<file path="src/hdl/renamePkg.sv">
package renamePkg;

    // ======================================================================
    // architectural state
    // ======================================================================

    // registers visible to software, x0 included
    localparam int NUM_ARCH_REGS = 32;

    // one data word as it moves through the core
    typedef logic [31:0] word_t;

    // index of an architectural register
    typedef logic [4:0] regIndex_t;

    // ======================================================================
    // records exchanged between the register file and the reorder buffer
    // ======================================================================

    // a source operand after renaming
    // with ready low the consumer waits on the tag that travels beside it,
    // and value is held at zero in that case
    typedef struct packed {
        logic  ready;
        word_t value;
    } operand_t;

    // the write-back of one retiring instruction
    // it is qualified by a separate commit strobe and carries no valid bit
    typedef struct packed {
        regIndex_t dest;
        word_t     data;
    } commit_t;

endpackage
</file>
<file path="src/hdl/renameCore.sv">
`timescale 1ns/100ps

module renameCore #(
    parameter int ROB_EN_WIDTH = 4
) (
    input  logic                    clk,
    input  logic                    rst,
    // dispatch
    input  logic                    dispatchValid,
    input  renamePkg::regIndex_t    dispatchDest,
    output logic [ROB_EN_WIDTH-1:0] dispatchTag,
    output logic                    robFull,
    // completion
    input  logic                    completeValid,
    input  logic [ROB_EN_WIDTH-1:0] completeTag,
    input  renamePkg::word_t        completeData,
    // operand reads
    input  renamePkg::regIndex_t    readIndexA,
    input  renamePkg::regIndex_t    readIndexB,
    output renamePkg::operand_t     operandA,
    output renamePkg::operand_t     operandB,
    output logic [ROB_EN_WIDTH-1:0] operandTagA,
    output logic [ROB_EN_WIDTH-1:0] operandTagB,
    // retirement
    output logic                    commitValid,
    output renamePkg::commit_t      commit
);

    import renamePkg::*;

    // ======================================================================
    // internal wiring between the two halves
    // ======================================================================

    // accepted dispatch renames its destination in the register file
    logic                    allocValid;
    logic [ROB_EN_WIDTH-1:0] allocTag;
    // retiring entry's tag for the newest-producer check
    logic [ROB_EN_WIDTH-1:0] commitTag;
    // unresolved register file reads
    word_t                   rawValueA;
    word_t                   rawValueB;
    logic [ROB_EN_WIDTH-1:0] rawTagA;
    logic [ROB_EN_WIDTH-1:0] rawTagB;

    // architectural registers with their producer tags
    regFile #(
        .ROB_EN_WIDTH(ROB_EN_WIDTH)
    ) regFileInst (
        .clk        (clk),
        .rst        (rst),
        .allocValid (allocValid),
        .allocDest  (dispatchDest),
        .allocTag   (allocTag),
        .commitValid(commitValid),
        .commit     (commit),
        .commitTag  (commitTag),
        .readIndexA (readIndexA),
        .readIndexB (readIndexB),
        .rawValueA  (rawValueA),
        .rawValueB  (rawValueB),
        .rawTagA    (rawTagA),
        .rawTagB    (rawTagB)
    );

    // tag allocation, completion, retirement and operand bypass
    reorderBuffer #(
        .ROB_EN_WIDTH(ROB_EN_WIDTH)
    ) reorderBufferInst (
        .clk          (clk),
        .rst          (rst),
        .dispatchValid(dispatchValid),
        .dispatchDest (dispatchDest),
        .completeValid(completeValid),
        .completeTag  (completeTag),
        .completeData (completeData),
        .rawValueA    (rawValueA),
        .rawValueB    (rawValueB),
        .rawTagA      (rawTagA),
        .rawTagB      (rawTagB),
        .dispatchTag  (dispatchTag),
        .robFull      (robFull),
        .allocValid   (allocValid),
        .allocTag     (allocTag),
        .commitValid  (commitValid),
        .commit       (commit),
        .commitTag    (commitTag),
        .operandA     (operandA),
        .operandB     (operandB),
        .operandTagA  (operandTagA),
        .operandTagB  (operandTagB)
    );

endmodule

</file>
<file path="src/hdl/reorderBuffer.sv">
`timescale 1ns/100ps

module reorderBuffer #(
    parameter int ROB_EN_WIDTH = 4
) (
    input  logic                    clk,
    input  logic                    rst,
    // dispatch side
    input  logic                    dispatchValid,
    input  renamePkg::regIndex_t    dispatchDest,
    // completion from the execution units
    input  logic                    completeValid,
    input  logic [ROB_EN_WIDTH-1:0] completeTag,
    input  renamePkg::word_t        completeData,
    // raw register file reads to be resolved
    input  renamePkg::word_t        rawValueA,
    input  renamePkg::word_t        rawValueB,
    input  logic [ROB_EN_WIDTH-1:0] rawTagA,
    input  logic [ROB_EN_WIDTH-1:0] rawTagB,
    // allocation state
    output logic [ROB_EN_WIDTH-1:0] dispatchTag,
    output logic                    robFull,
    output logic                    allocValid,
    output logic [ROB_EN_WIDTH-1:0] allocTag,
    // in-order retirement
    output logic                    commitValid,
    output renamePkg::commit_t      commit,
    output logic [ROB_EN_WIDTH-1:0] commitTag,
    // resolved operands
    output renamePkg::operand_t     operandA,
    output renamePkg::operand_t     operandB,
    output logic [ROB_EN_WIDTH-1:0] operandTagA,
    output logic [ROB_EN_WIDTH-1:0] operandTagB
);

    import renamePkg::*;

    typedef logic [ROB_EN_WIDTH-1:0] robTag_t;

    // tag zero is reserved, which leaves one entry fewer than the tag space
    localparam int NUM_ENTRIES = (1 << ROB_EN_WIDTH) - 1;

    // ======================================================================
    // entry store, indexed directly by tag
    // ======================================================================

    // slot 0 is never allocated and keeps live and done low after reset
    logic      entryLive   [NUM_ENTRIES + 1];
    logic      entryDone   [NUM_ENTRIES + 1];
    regIndex_t entryDest   [NUM_ENTRIES + 1];
    word_t     entryResult [NUM_ENTRIES + 1];

    // oldest entry, next free entry and occupancy
    robTag_t                 headTag;
    robTag_t                 tailTag;
    logic [ROB_EN_WIDTH-1:0] entryCount;

    // a completion that hits a live entry still waiting for its result
    logic completeHit;

    // step a pointer around the ring 1 .. NUM_ENTRIES, skipping zero on wrap
    function automatic robTag_t nextTag(input robTag_t tag);
        robTag_t result;
        if (tag == robTag_t'(NUM_ENTRIES)) begin
            result = robTag_t'(1);
        end else begin
            result = tag + robTag_t'(1);
        end
        return result;
    endfunction

    // turn a raw register read into an operand
    // a zero tag means the register file value is current, a done entry
    // forwards its result, anything else is still being computed
    function automatic operand_t resolveOperand(input word_t value, input robTag_t tag);
        operand_t result;
        if (tag == '0) begin
            result.ready = 1'b1;
            result.value = value;
        end else if (entryDone[tag]) begin
            result.ready = 1'b1;
            result.value = entryResult[tag];
        end else begin
            result.ready = 1'b0;
            result.value = '0;
        end
        return result;
    endfunction

    // ======================================================================
    // allocation and retirement handshakes
    // ======================================================================

    assign robFull     = (entryCount == robTag_t'(NUM_ENTRIES));
    // the tail is always the tag the next dispatch receives
    assign dispatchTag = tailTag;
    // dispatch while full is simply dropped
    assign allocValid  = dispatchValid && !robFull;
    assign allocTag    = tailTag;

    // the head retires as soon as its result is in
    assign commitValid = entryLive[headTag] && entryDone[headTag];
    assign commit      = '{dest: entryDest[headTag], data: entryResult[headTag]};
    assign commitTag   = headTag;

    // stale or repeated completions are ignored
    assign completeHit = completeValid && (completeTag != '0) && entryLive[completeTag]
                         && !entryDone[completeTag];

    // ======================================================================
    // operand resolution
    // ======================================================================

    always_comb begin
        operandA = resolveOperand(rawValueA, rawTagA);
        operandB = resolveOperand(rawValueB, rawTagB);
    end

    // the tag is only meaningful while the operand waits
    assign operandTagA = operandA.ready ? '0 : rawTagA;
    assign operandTagB = operandB.ready ? '0 : rawTagB;

    // ======================================================================
    // entry state
    // ======================================================================

    // while not full the tail differs from a live head, and while full no
    // allocation happens, so allocate and retire never hit the same slot
    always_ff @(posedge clk or posedge rst) begin
        if (rst) begin
            for (int i = 0; i <= NUM_ENTRIES; i++) begin
                entryLive[i] <= 1'b0;
                entryDone[i] <= 1'b0;
            end
        end else begin
            if (commitValid) begin
                entryLive[headTag] <= 1'b0;
                entryDone[headTag] <= 1'b0;
            end
            if (completeHit) begin
                entryDone[completeTag] <= 1'b1;
            end
            if (allocValid) begin
                entryLive[tailTag] <= 1'b1;
                entryDone[tailTag] <= 1'b0;
            end
        end
    end

    // payload is only looked at while its entry is live and done
    always_ff @(posedge clk) begin
        if (allocValid) begin
            entryDest[tailTag] <= dispatchDest;
        end
        if (completeHit) begin
            entryResult[completeTag] <= completeData;
        end
    end

    // ring pointers and occupancy
    always_ff @(posedge clk or posedge rst) begin
        if (rst) begin
            headTag    <= robTag_t'(1);
            tailTag    <= robTag_t'(1);
            entryCount <= '0;
        end else begin
            if (allocValid) begin
                tailTag <= nextTag(tailTag);
            end
            if (commitValid) begin
                headTag <= nextTag(headTag);
            end
            case ({allocValid, commitValid})
                2'b10:   entryCount <= entryCount + 1'b1;
                2'b01:   entryCount <= entryCount - 1'b1;
                default: entryCount <= entryCount;
            endcase
        end
    end

endmodule

</file>
<file path="src/hdl/regFile.sv">
`timescale 1ns/100ps

module regFile #(
    parameter int ROB_EN_WIDTH = 4
) (
    input  logic                    clk,
    input  logic                    rst,
    // rename request coming from an accepted dispatch
    input  logic                    allocValid,
    input  renamePkg::regIndex_t    allocDest,
    input  logic [ROB_EN_WIDTH-1:0] allocTag,
    // retirement write-back from the reorder buffer head
    input  logic                    commitValid,
    input  renamePkg::commit_t      commit,
    input  logic [ROB_EN_WIDTH-1:0] commitTag,
    // two combinational read ports
    input  renamePkg::regIndex_t    readIndexA,
    input  renamePkg::regIndex_t    readIndexB,
    output renamePkg::word_t        rawValueA,
    output renamePkg::word_t        rawValueB,
    output logic [ROB_EN_WIDTH-1:0] rawTagA,
    output logic [ROB_EN_WIDTH-1:0] rawTagB
);

    import renamePkg::*;

    // a reorder buffer tag, where zero stands for "no producer in flight"
    typedef logic [ROB_EN_WIDTH-1:0] robTag_t;

    // ======================================================================
    // storage
    // ======================================================================

    // committed value of each architectural register
    word_t   regValue [NUM_ARCH_REGS];
    // tag of the newest in-flight producer of each register
    robTag_t regTag   [NUM_ARCH_REGS];

    // qualified update strobes
    logic renameHit;
    logic writeBackHit;
    logic tagClear;

    // ======================================================================
    // update conditions
    // ======================================================================

    // x0 is never renamed and tag zero is never recorded
    assign renameHit = allocValid && (allocDest != '0) && (allocTag != '0);

    // only the newest producer of a register may write it back
    // an older producer finds a younger tag stored and its data is dropped
    assign writeBackHit = commitValid && (commit.dest != '0) && (commitTag != '0)
                          && (regTag[commit.dest] == commitTag);

    // once the newest producer retires the register has no producer left,
    // so the tag goes back to zero
    // a dispatch renaming the same register in this cycle keeps its fresh tag
    assign tagClear = writeBackHit && !(renameHit && (allocDest == commit.dest));

    // ======================================================================
    // read ports
    // ======================================================================

    // x0 is never written, so it keeps its reset value of zero with tag zero
    assign rawValueA = regValue[readIndexA];
    assign rawValueB = regValue[readIndexB];
    assign rawTagA   = regTag[readIndexA];
    assign rawTagB   = regTag[readIndexB];

    // ======================================================================
    // register state
    // ======================================================================

    // data array, written only by a tag-matched retirement
    always_ff @(posedge clk or posedge rst) begin
        if (rst) begin
            for (int i = 0; i < NUM_ARCH_REGS; i++) begin
                regValue[i] <= '0;
            end
        end else if (writeBackHit) begin
            regValue[commit.dest] <= commit.data;
        end
    end

    // producer tags, set at dispatch and cleared by the matching retirement
    // tagClear never targets the renamed register, so both may fire together
    always_ff @(posedge clk or posedge rst) begin
        if (rst) begin
            for (int i = 0; i < NUM_ARCH_REGS; i++) begin
                regTag[i] <= '0;
            end
        end else begin
            if (tagClear) begin
                regTag[commit.dest] <= '0;
            end
            if (renameHit) begin
                regTag[allocDest] <= allocTag;
            end
        end
    end

endmodule

</file>
<file path="config.mk">
export PLATFORM = sky130hd
export DESIGN_NAME = renameCore
export DESIGN_NICKNAME = d
export VERILOG_FILES = /design/src/hdl/renamePkg.sv /design/src/hdl/renameCore.sv /design/src/hdl/reorderBuffer.sv /design/src/hdl/regFile.sv
export SDC_FILE = /design/constraint.sdc
export NUM_CORES = 2
export LEC_CHECK = 0
export ABC_AREA = 0
export BUFFER_PORTS_ARGS = -buffer_cell sky130_fd_sc_hd__buf_2
export CAP_MARGIN = 20
export CELL_PAD_IN_SITES_DETAIL_PLACEMENT = 1
export CELL_PAD_IN_SITES_GLOBAL_PLACEMENT = 2
export CORE_MARGIN = 5
export CORE_UTILIZATION = 25
export CTS_CLUSTER_SIZE = 14
export DETAILED_ROUTE_END_ITERATION = 8
export PLACE_DENSITY = 0.55
export SYNTH_ARGS = -nofsm -noshare
export SYNTH_HDL_FRONTEND = slang
export SYNTH_SLANG_ARGS = --single-unit
</file>
<file path="constraint.sdc">
create_clock -name clk -period 50.5 [get_ports clk]
set_clock_uncertainty 0.1 [all_clocks]
set_input_delay 5.05 -clock clk [delete_from_list [all_inputs] [get_ports clk]]
set_output_delay 5.05 -clock clk [all_outputs]
set_load 0.03 [all_outputs]
</file>
### Yosys cells after proc, flatten, opt, wreduce, memory -nomap -nowiden

Memory sizes are Yosys's and may differ from the RTL's.
Cells that the tools add are included.

* muxes and demuxes: 67
* reductions and logical operators: 28
* $add $sub $neg: 4
* bitwise gates (word level): 18
* order comparisons: 14
* equality and inequality tests: 7

Operator list (number)
* 1024-bit bitwise mux: 1
* 32-bit binary-select mux with 5-bit select: 2
* 128-bit 2-to-1 mux: 2
* 32-bit demux with 5-bit select: 1
* 32-bit 2-to-1 mux: 5
* 33-bit 2-to-1 mux: 4
* 128-bit AND: 1
* 128-bit bitwise mux: 1
* 128-bit inverter: 1
* 16-bit 2-to-1 mux: 5
* 4-bit binary-select mux with 5-bit select: 3
* 16-bit AND: 3
* 4-bit 2-to-1 mux: 12
* 4-bit demux with 5-bit select: 2
* 16-bit inverter: 2
* 16-bit OR: 2
* 5-bit >= comparator, second input constant: 5
* 4-bit inverter with 5-bit output: 5
* 1-bit binary-select mux with 4-bit select: 6
* 6-bit >= comparator, second input constant: 4
* 5-bit inverter with 6-bit output: 4
* 1-bit 2-to-1 mux: 19
* 1-bit logical AND: 17
* 5-bit by 1-bit < comparator with 1-bit output, second input constant: 3
* other kinds (15): 28

* memory bits (writable): 592
* memories: 2
* bits in registers: 1196
* input port bits: 55
* logic and storage cells: 239
* output and inout bits: 117

Memories
* reorderBufferInst.entryResult: words 16, bits a word 32, read ports 3, clocked after Yosys merged registers in 0, write ports 1, line reorderBuffer.sv:51 `word_t entryResult [NUM_ENTRIES + 1];`
* reorderBufferInst.entryDest: words 16, bits a word 5, read ports 1, clocked after Yosys merged registers in 0, write ports 1, line reorderBuffer.sv:50 `regIndex_t entryDest [NUM_ENTRIES + 1];`

### Longest topological paths before layout

* word-level depth: 12
* depth in mapped cells: 17
* mapped depth without buffers: 12

### Hierarchy

From an unflattened synthesis, not the netlist that was laid out.

* cell total of the unflattened synthesis: 5764
* area total of the unflattened synthesis: 97441.0 um^2

By module, submodules not included
* regFile: times used 1, area each 63460.9 um^2, cells an instance 3957, seq. area each 28827.6 um^2
* reorderBuffer: times used 1, area each 33980.1 um^2, cells an instance 1807, seq. area each 18880.6 um^2

### Worst setup path before layout

No wires, ideal clock.

* kind: input to output
* start: input port readIndexA[0]
* end: output port operandTagA[0]
* stages: 12
* data arrival time: 9.773 ns
* buffers on the path: 4
* setup slack: 35.577 ns
* required time: 45.350 ns
* path through: clkbuf_1 buf_2 mux4_2 mux4_2 mux2i_1 clkbuf_1 mux2i_1 nand2_1 a311oi_1 a21oi_1 clkbuf_1 nor2_1

* word-level cells in the longest chain between the ends: 11
* elaborated cells on any way between the ends: 12
* those cells by class: mux (9); bitwise (2); reduce/logical (1)

RTL lines
* start, declared: line renameCore.sv:18 `input renamePkg::regIndex_t readIndexA,`
* 5-bit inverter with 6-bit output (not written as such) *: line regFile.sv:68 `assign rawTagA = regTag[readIndexA];`
* 4-bit binary-select mux with 5-bit select *: line regFile.sv:68
* 4-bit 2-to-1 mux (not written as such) * (2 in a row): line regFile.sv:68
* 4-bit inverter with 5-bit output (not written as such): line reorderBuffer.sv:80 `end else if (entryDone[tag]) begin`
* 1-bit binary-select mux with 4-bit select: line reorderBuffer.sv:80
* 1-bit 2-to-1 mux (not written as such) (2 in a row): line reorderBuffer.sv:80
* 33-bit 2-to-1 mux: line reorderBuffer.sv:80
* 33-bit 2-to-1 mux: line reorderBuffer.sv:77 `if (tag == '0) begin`
* 4-bit 2-to-1 mux *: line reorderBuffer.sv:120 `assign operandTagA = operandA.ready ? '0 : rawTagA;`
* end, declared: line renameCore.sv:22 `output logic [ROB_EN_WIDTH-1:0] operandTagA,`

Mark *: on every way between the ends. The rest lies on a longest branch, timed or not. The select of a mux whose other input is x is not followed.

==> flow_metrics.py <==
metrics = {
    "route": {
        "antenna_left": 0,
        "dr.pass1.iters": 5,
        "first_iter_violations": 5007,
        "drc_errors": 0,
        "via_per_inst": 5.377,
        "vias": 66888,
        "routed_wirelength_mm": 388.7,
        "post_drt_wl_per_cell_um": 31.25,
    },
    "final_layout": {
        "layout_common_cells": "dfrtp_1, mux4_2, nand2_1",
        "syn_to_final_growth_pct": 13.60,
        "layout.nets": 7077,
        "layout.cells.most_common": "dfrtp_1",
        "drive_gt1_frac": 0.2742,
    },
    "place": {
        "place_hpwl_mm": 228.8,
        "portBuffers": 171,
        "place_congestion": 0.7815,
        "post-place-ws_ps": 33470,
    },
    "clock_network": {
        "clockRootBuffer": "clkbuf_16",
        "cts_buffers": 213,
        "cts_setup_buffers": 0,
        "hold_buffers": 0,
        "cts_tree": "yes",
        "cts.sinks": 1788,
        "clk_path_buf_depth": 4,
        "cts.htree.levels": 4,
        "insertion_delay_ps": 890,
        "cts_resized": 0,
        "clk_pin_slew_ps": 60,
    },
    "pwr": {
        "powerDensity_nw_per_um2": 40.88,
        "peakVddDrop_v": 0.00004284,
        "p_leak_uw": 0.04492,
    },
    "global_routing": {
        "grt_usage": 0.1861,
        "grt_max_degree": 168,
        "first_global_vias": 71545,
        "grt_overflow": 0,
        "grt_pass1_wl_mm": 554.6,
        "antenna_found_initial": 24,
    },
    "floorplanning": {
        "core.rowCount": 231,
        "ioPinCount": 172,
        "dieArea_um2": 408300,
        "die_y_um": 639.0,
        "die_w_um": 639.0,
        "start_util": 0.2503,
        "coreArea_um2": 395100,
    },
    "sta": {
        "setup_slack_ps": 33550,
        "setup_viol": 0,
        "tightest_slew_ps": 1248,
        "fmax_mhz": 58.98,
        "rsz0062_at_grt": "false",
        "slew-limit-headroom": 0.1594,
        "tns_ps": 0,
        "finalHoldViolCount": 0,
        "drv_slew": 0,
        "min_period_over_period": 0.3357,
        "post-route-min-period_ps": 16950,
    },
    "setup_path": {
        "cp.arrival_ps": 11800,
        "reg2reg_from": "reorderBufferInst.commitTag[0]",
        "worstPathMaxFanout": 97,
        "reg2reg_slack_ps": 42820,
        "crit_required_ps": 45350,
        "r2r_cells": 17,
        "end_kind": "output port",
        "worst_r2r_endpoint": "regFileInst.regValue[358]",
        "critPathCapture": "operandA[31]",
        "critPathLaunchType": "input port",
        "worstSetupPathType": "in -> out",
        "crit_start": "readIndexA[1]",
    },
    "synth": {
        "async_reset_ff_frac": 0.6689,
        "syn_area_um2": 98900,
        "syn_inst": 7156,
        "ys_ff_latch": 1788,
        "yosys.area.top_type_share": 0.3021,
        "synthTopCellsByArea": "dfrtp_1, mux4_2, edfxtp_1",
        "synthFlopType": "dfrtp_1",
        "synth_cell_type_count": 65,
        "ys_warn_count": 0,
        "syn_area_per_cell_um2": 13.82,
        "yosysTopAreaCell": "dfrtp_1",
        "yosysSeqAreaShare": 0.4824,
        "synth_edf_count": 592,
    },
    "run_status": {
        "status": "finished clean",
    },
    "run": {
        "drv_cap": 0,
    },
    "hold_path": {
        "hp-class": "reg -> reg",
    },
}
-- kinds of logic after synthesis --
family	share of synthesized area
flops	0.4824
fa+ha+maj	0.001594
other cells	0.00003792
simple gates	0.07278
compound gates	0.06919
mux	0.3394
buf+inv	0.03351
xor+xnor	0.001063
-- metal layers --
metal	vias up	GRT usage	share of wire	routed length, um
met4	0	0.05167	0.028	11060
met5	-	0	0	0
met2	1625	0.3070	0.48	185400
met1	37197	0.2579	0.45	175800
li1	27606	-	-	-
met3	460	0.02285	0.042	16510
-- cell usage after synthesis, drive strengths merged, types with 98 or more instances --
master,count
a211oi,323
a21oi,174
a311oi,134
a31oi,146
and2,279
buf,223
clkbuf,535
dfrtp,1194
edfxtp,592
mux2,1012
mux2i,179
mux4,905
nand2,792
nand3,107
nor2,98
o21ai,135
-- worst min path at each step --
stage,endpoint,cells after the start,startpoint,slack [ps]
after floorplan,regFileInst.regValue[1000],1,regFileInst.regValue[1000],340
after global placement,regFileInst.regValue[1008],0,regFileInst.regValue[1008],280
after detailed placement,regFileInst.regValue[1021],0,regFileInst.regValue[1021],280
after CTS,regFileInst.regValue[997],0,regFileInst.regValue[997],300
after global routing,regFileInst.regValue[1005],0,regFileInst.regValue[1005],310
final,regFileInst.regValue[1005],0,regFileInst.regValue[1005],290
-- registers in the layout, indices dropped and copies added, names as in the netlist --
name / flops
regFileInst.regTag: 128
regFileInst.regValue: 1024
reorderBufferInst.entryLive: 16
reorderBufferInst.allocTag: 4
reorderBufferInst.entryCount: 4
reorderBufferInst.entryResult: 512
reorderBufferInst.entryDone: 16
reorderBufferInst.entryDest: 80
reorderBufferInst.commitTag: 4
-- cell type report --
type	count	area, um^2
multi-input cells	4617	48340
fillers	41960	282700
flip-flops and latches	1788	47720
well taps	5242	6559
repair buffers	366	2545
diodes	20	50.05
inverters	24	100.1
clock inverters	80	890.9
clock buffers	302	6153
-- report_power, final --
part / internal, uW / leakage (uW) / switching (uW)
clock network: 939 / 0.00348 / 653
logic: 383 / 0.0196 / 964
registers: 1570 / 0.0219 / 86.1
-- metrics by stage --
step	std cells	area [um^2]	util	total power (uW)	hold slack (ps)
after global placement	12032	105200	0.2663	3016	276.3
after CTS	12418	112300	0.2842	4647	297.1
after floorplan	7187	99020	-	2488	341.3
after detailed placement	12036	105300	0.2664	3031	283.6
final	12439	112400	0.2844	4593	293.6
after global routing	12434	112300	0.2843	4796	305.9
-- critical path: stages --
cell and delay [ps]:
buf_8 350, buf_4 690, mux4_2 410, mux4_2 530
mux2i_4 220, buf_4 480, buf_12 480, buf_4 600
buf_4 860, a211oi_1 130, a311oi_1 270, a211oi_1 100
a21oi_1 250, nand3_1 180, o21ai_0 530, buf_2 370
Note: power is estimated with default switching activity, not from simulation.
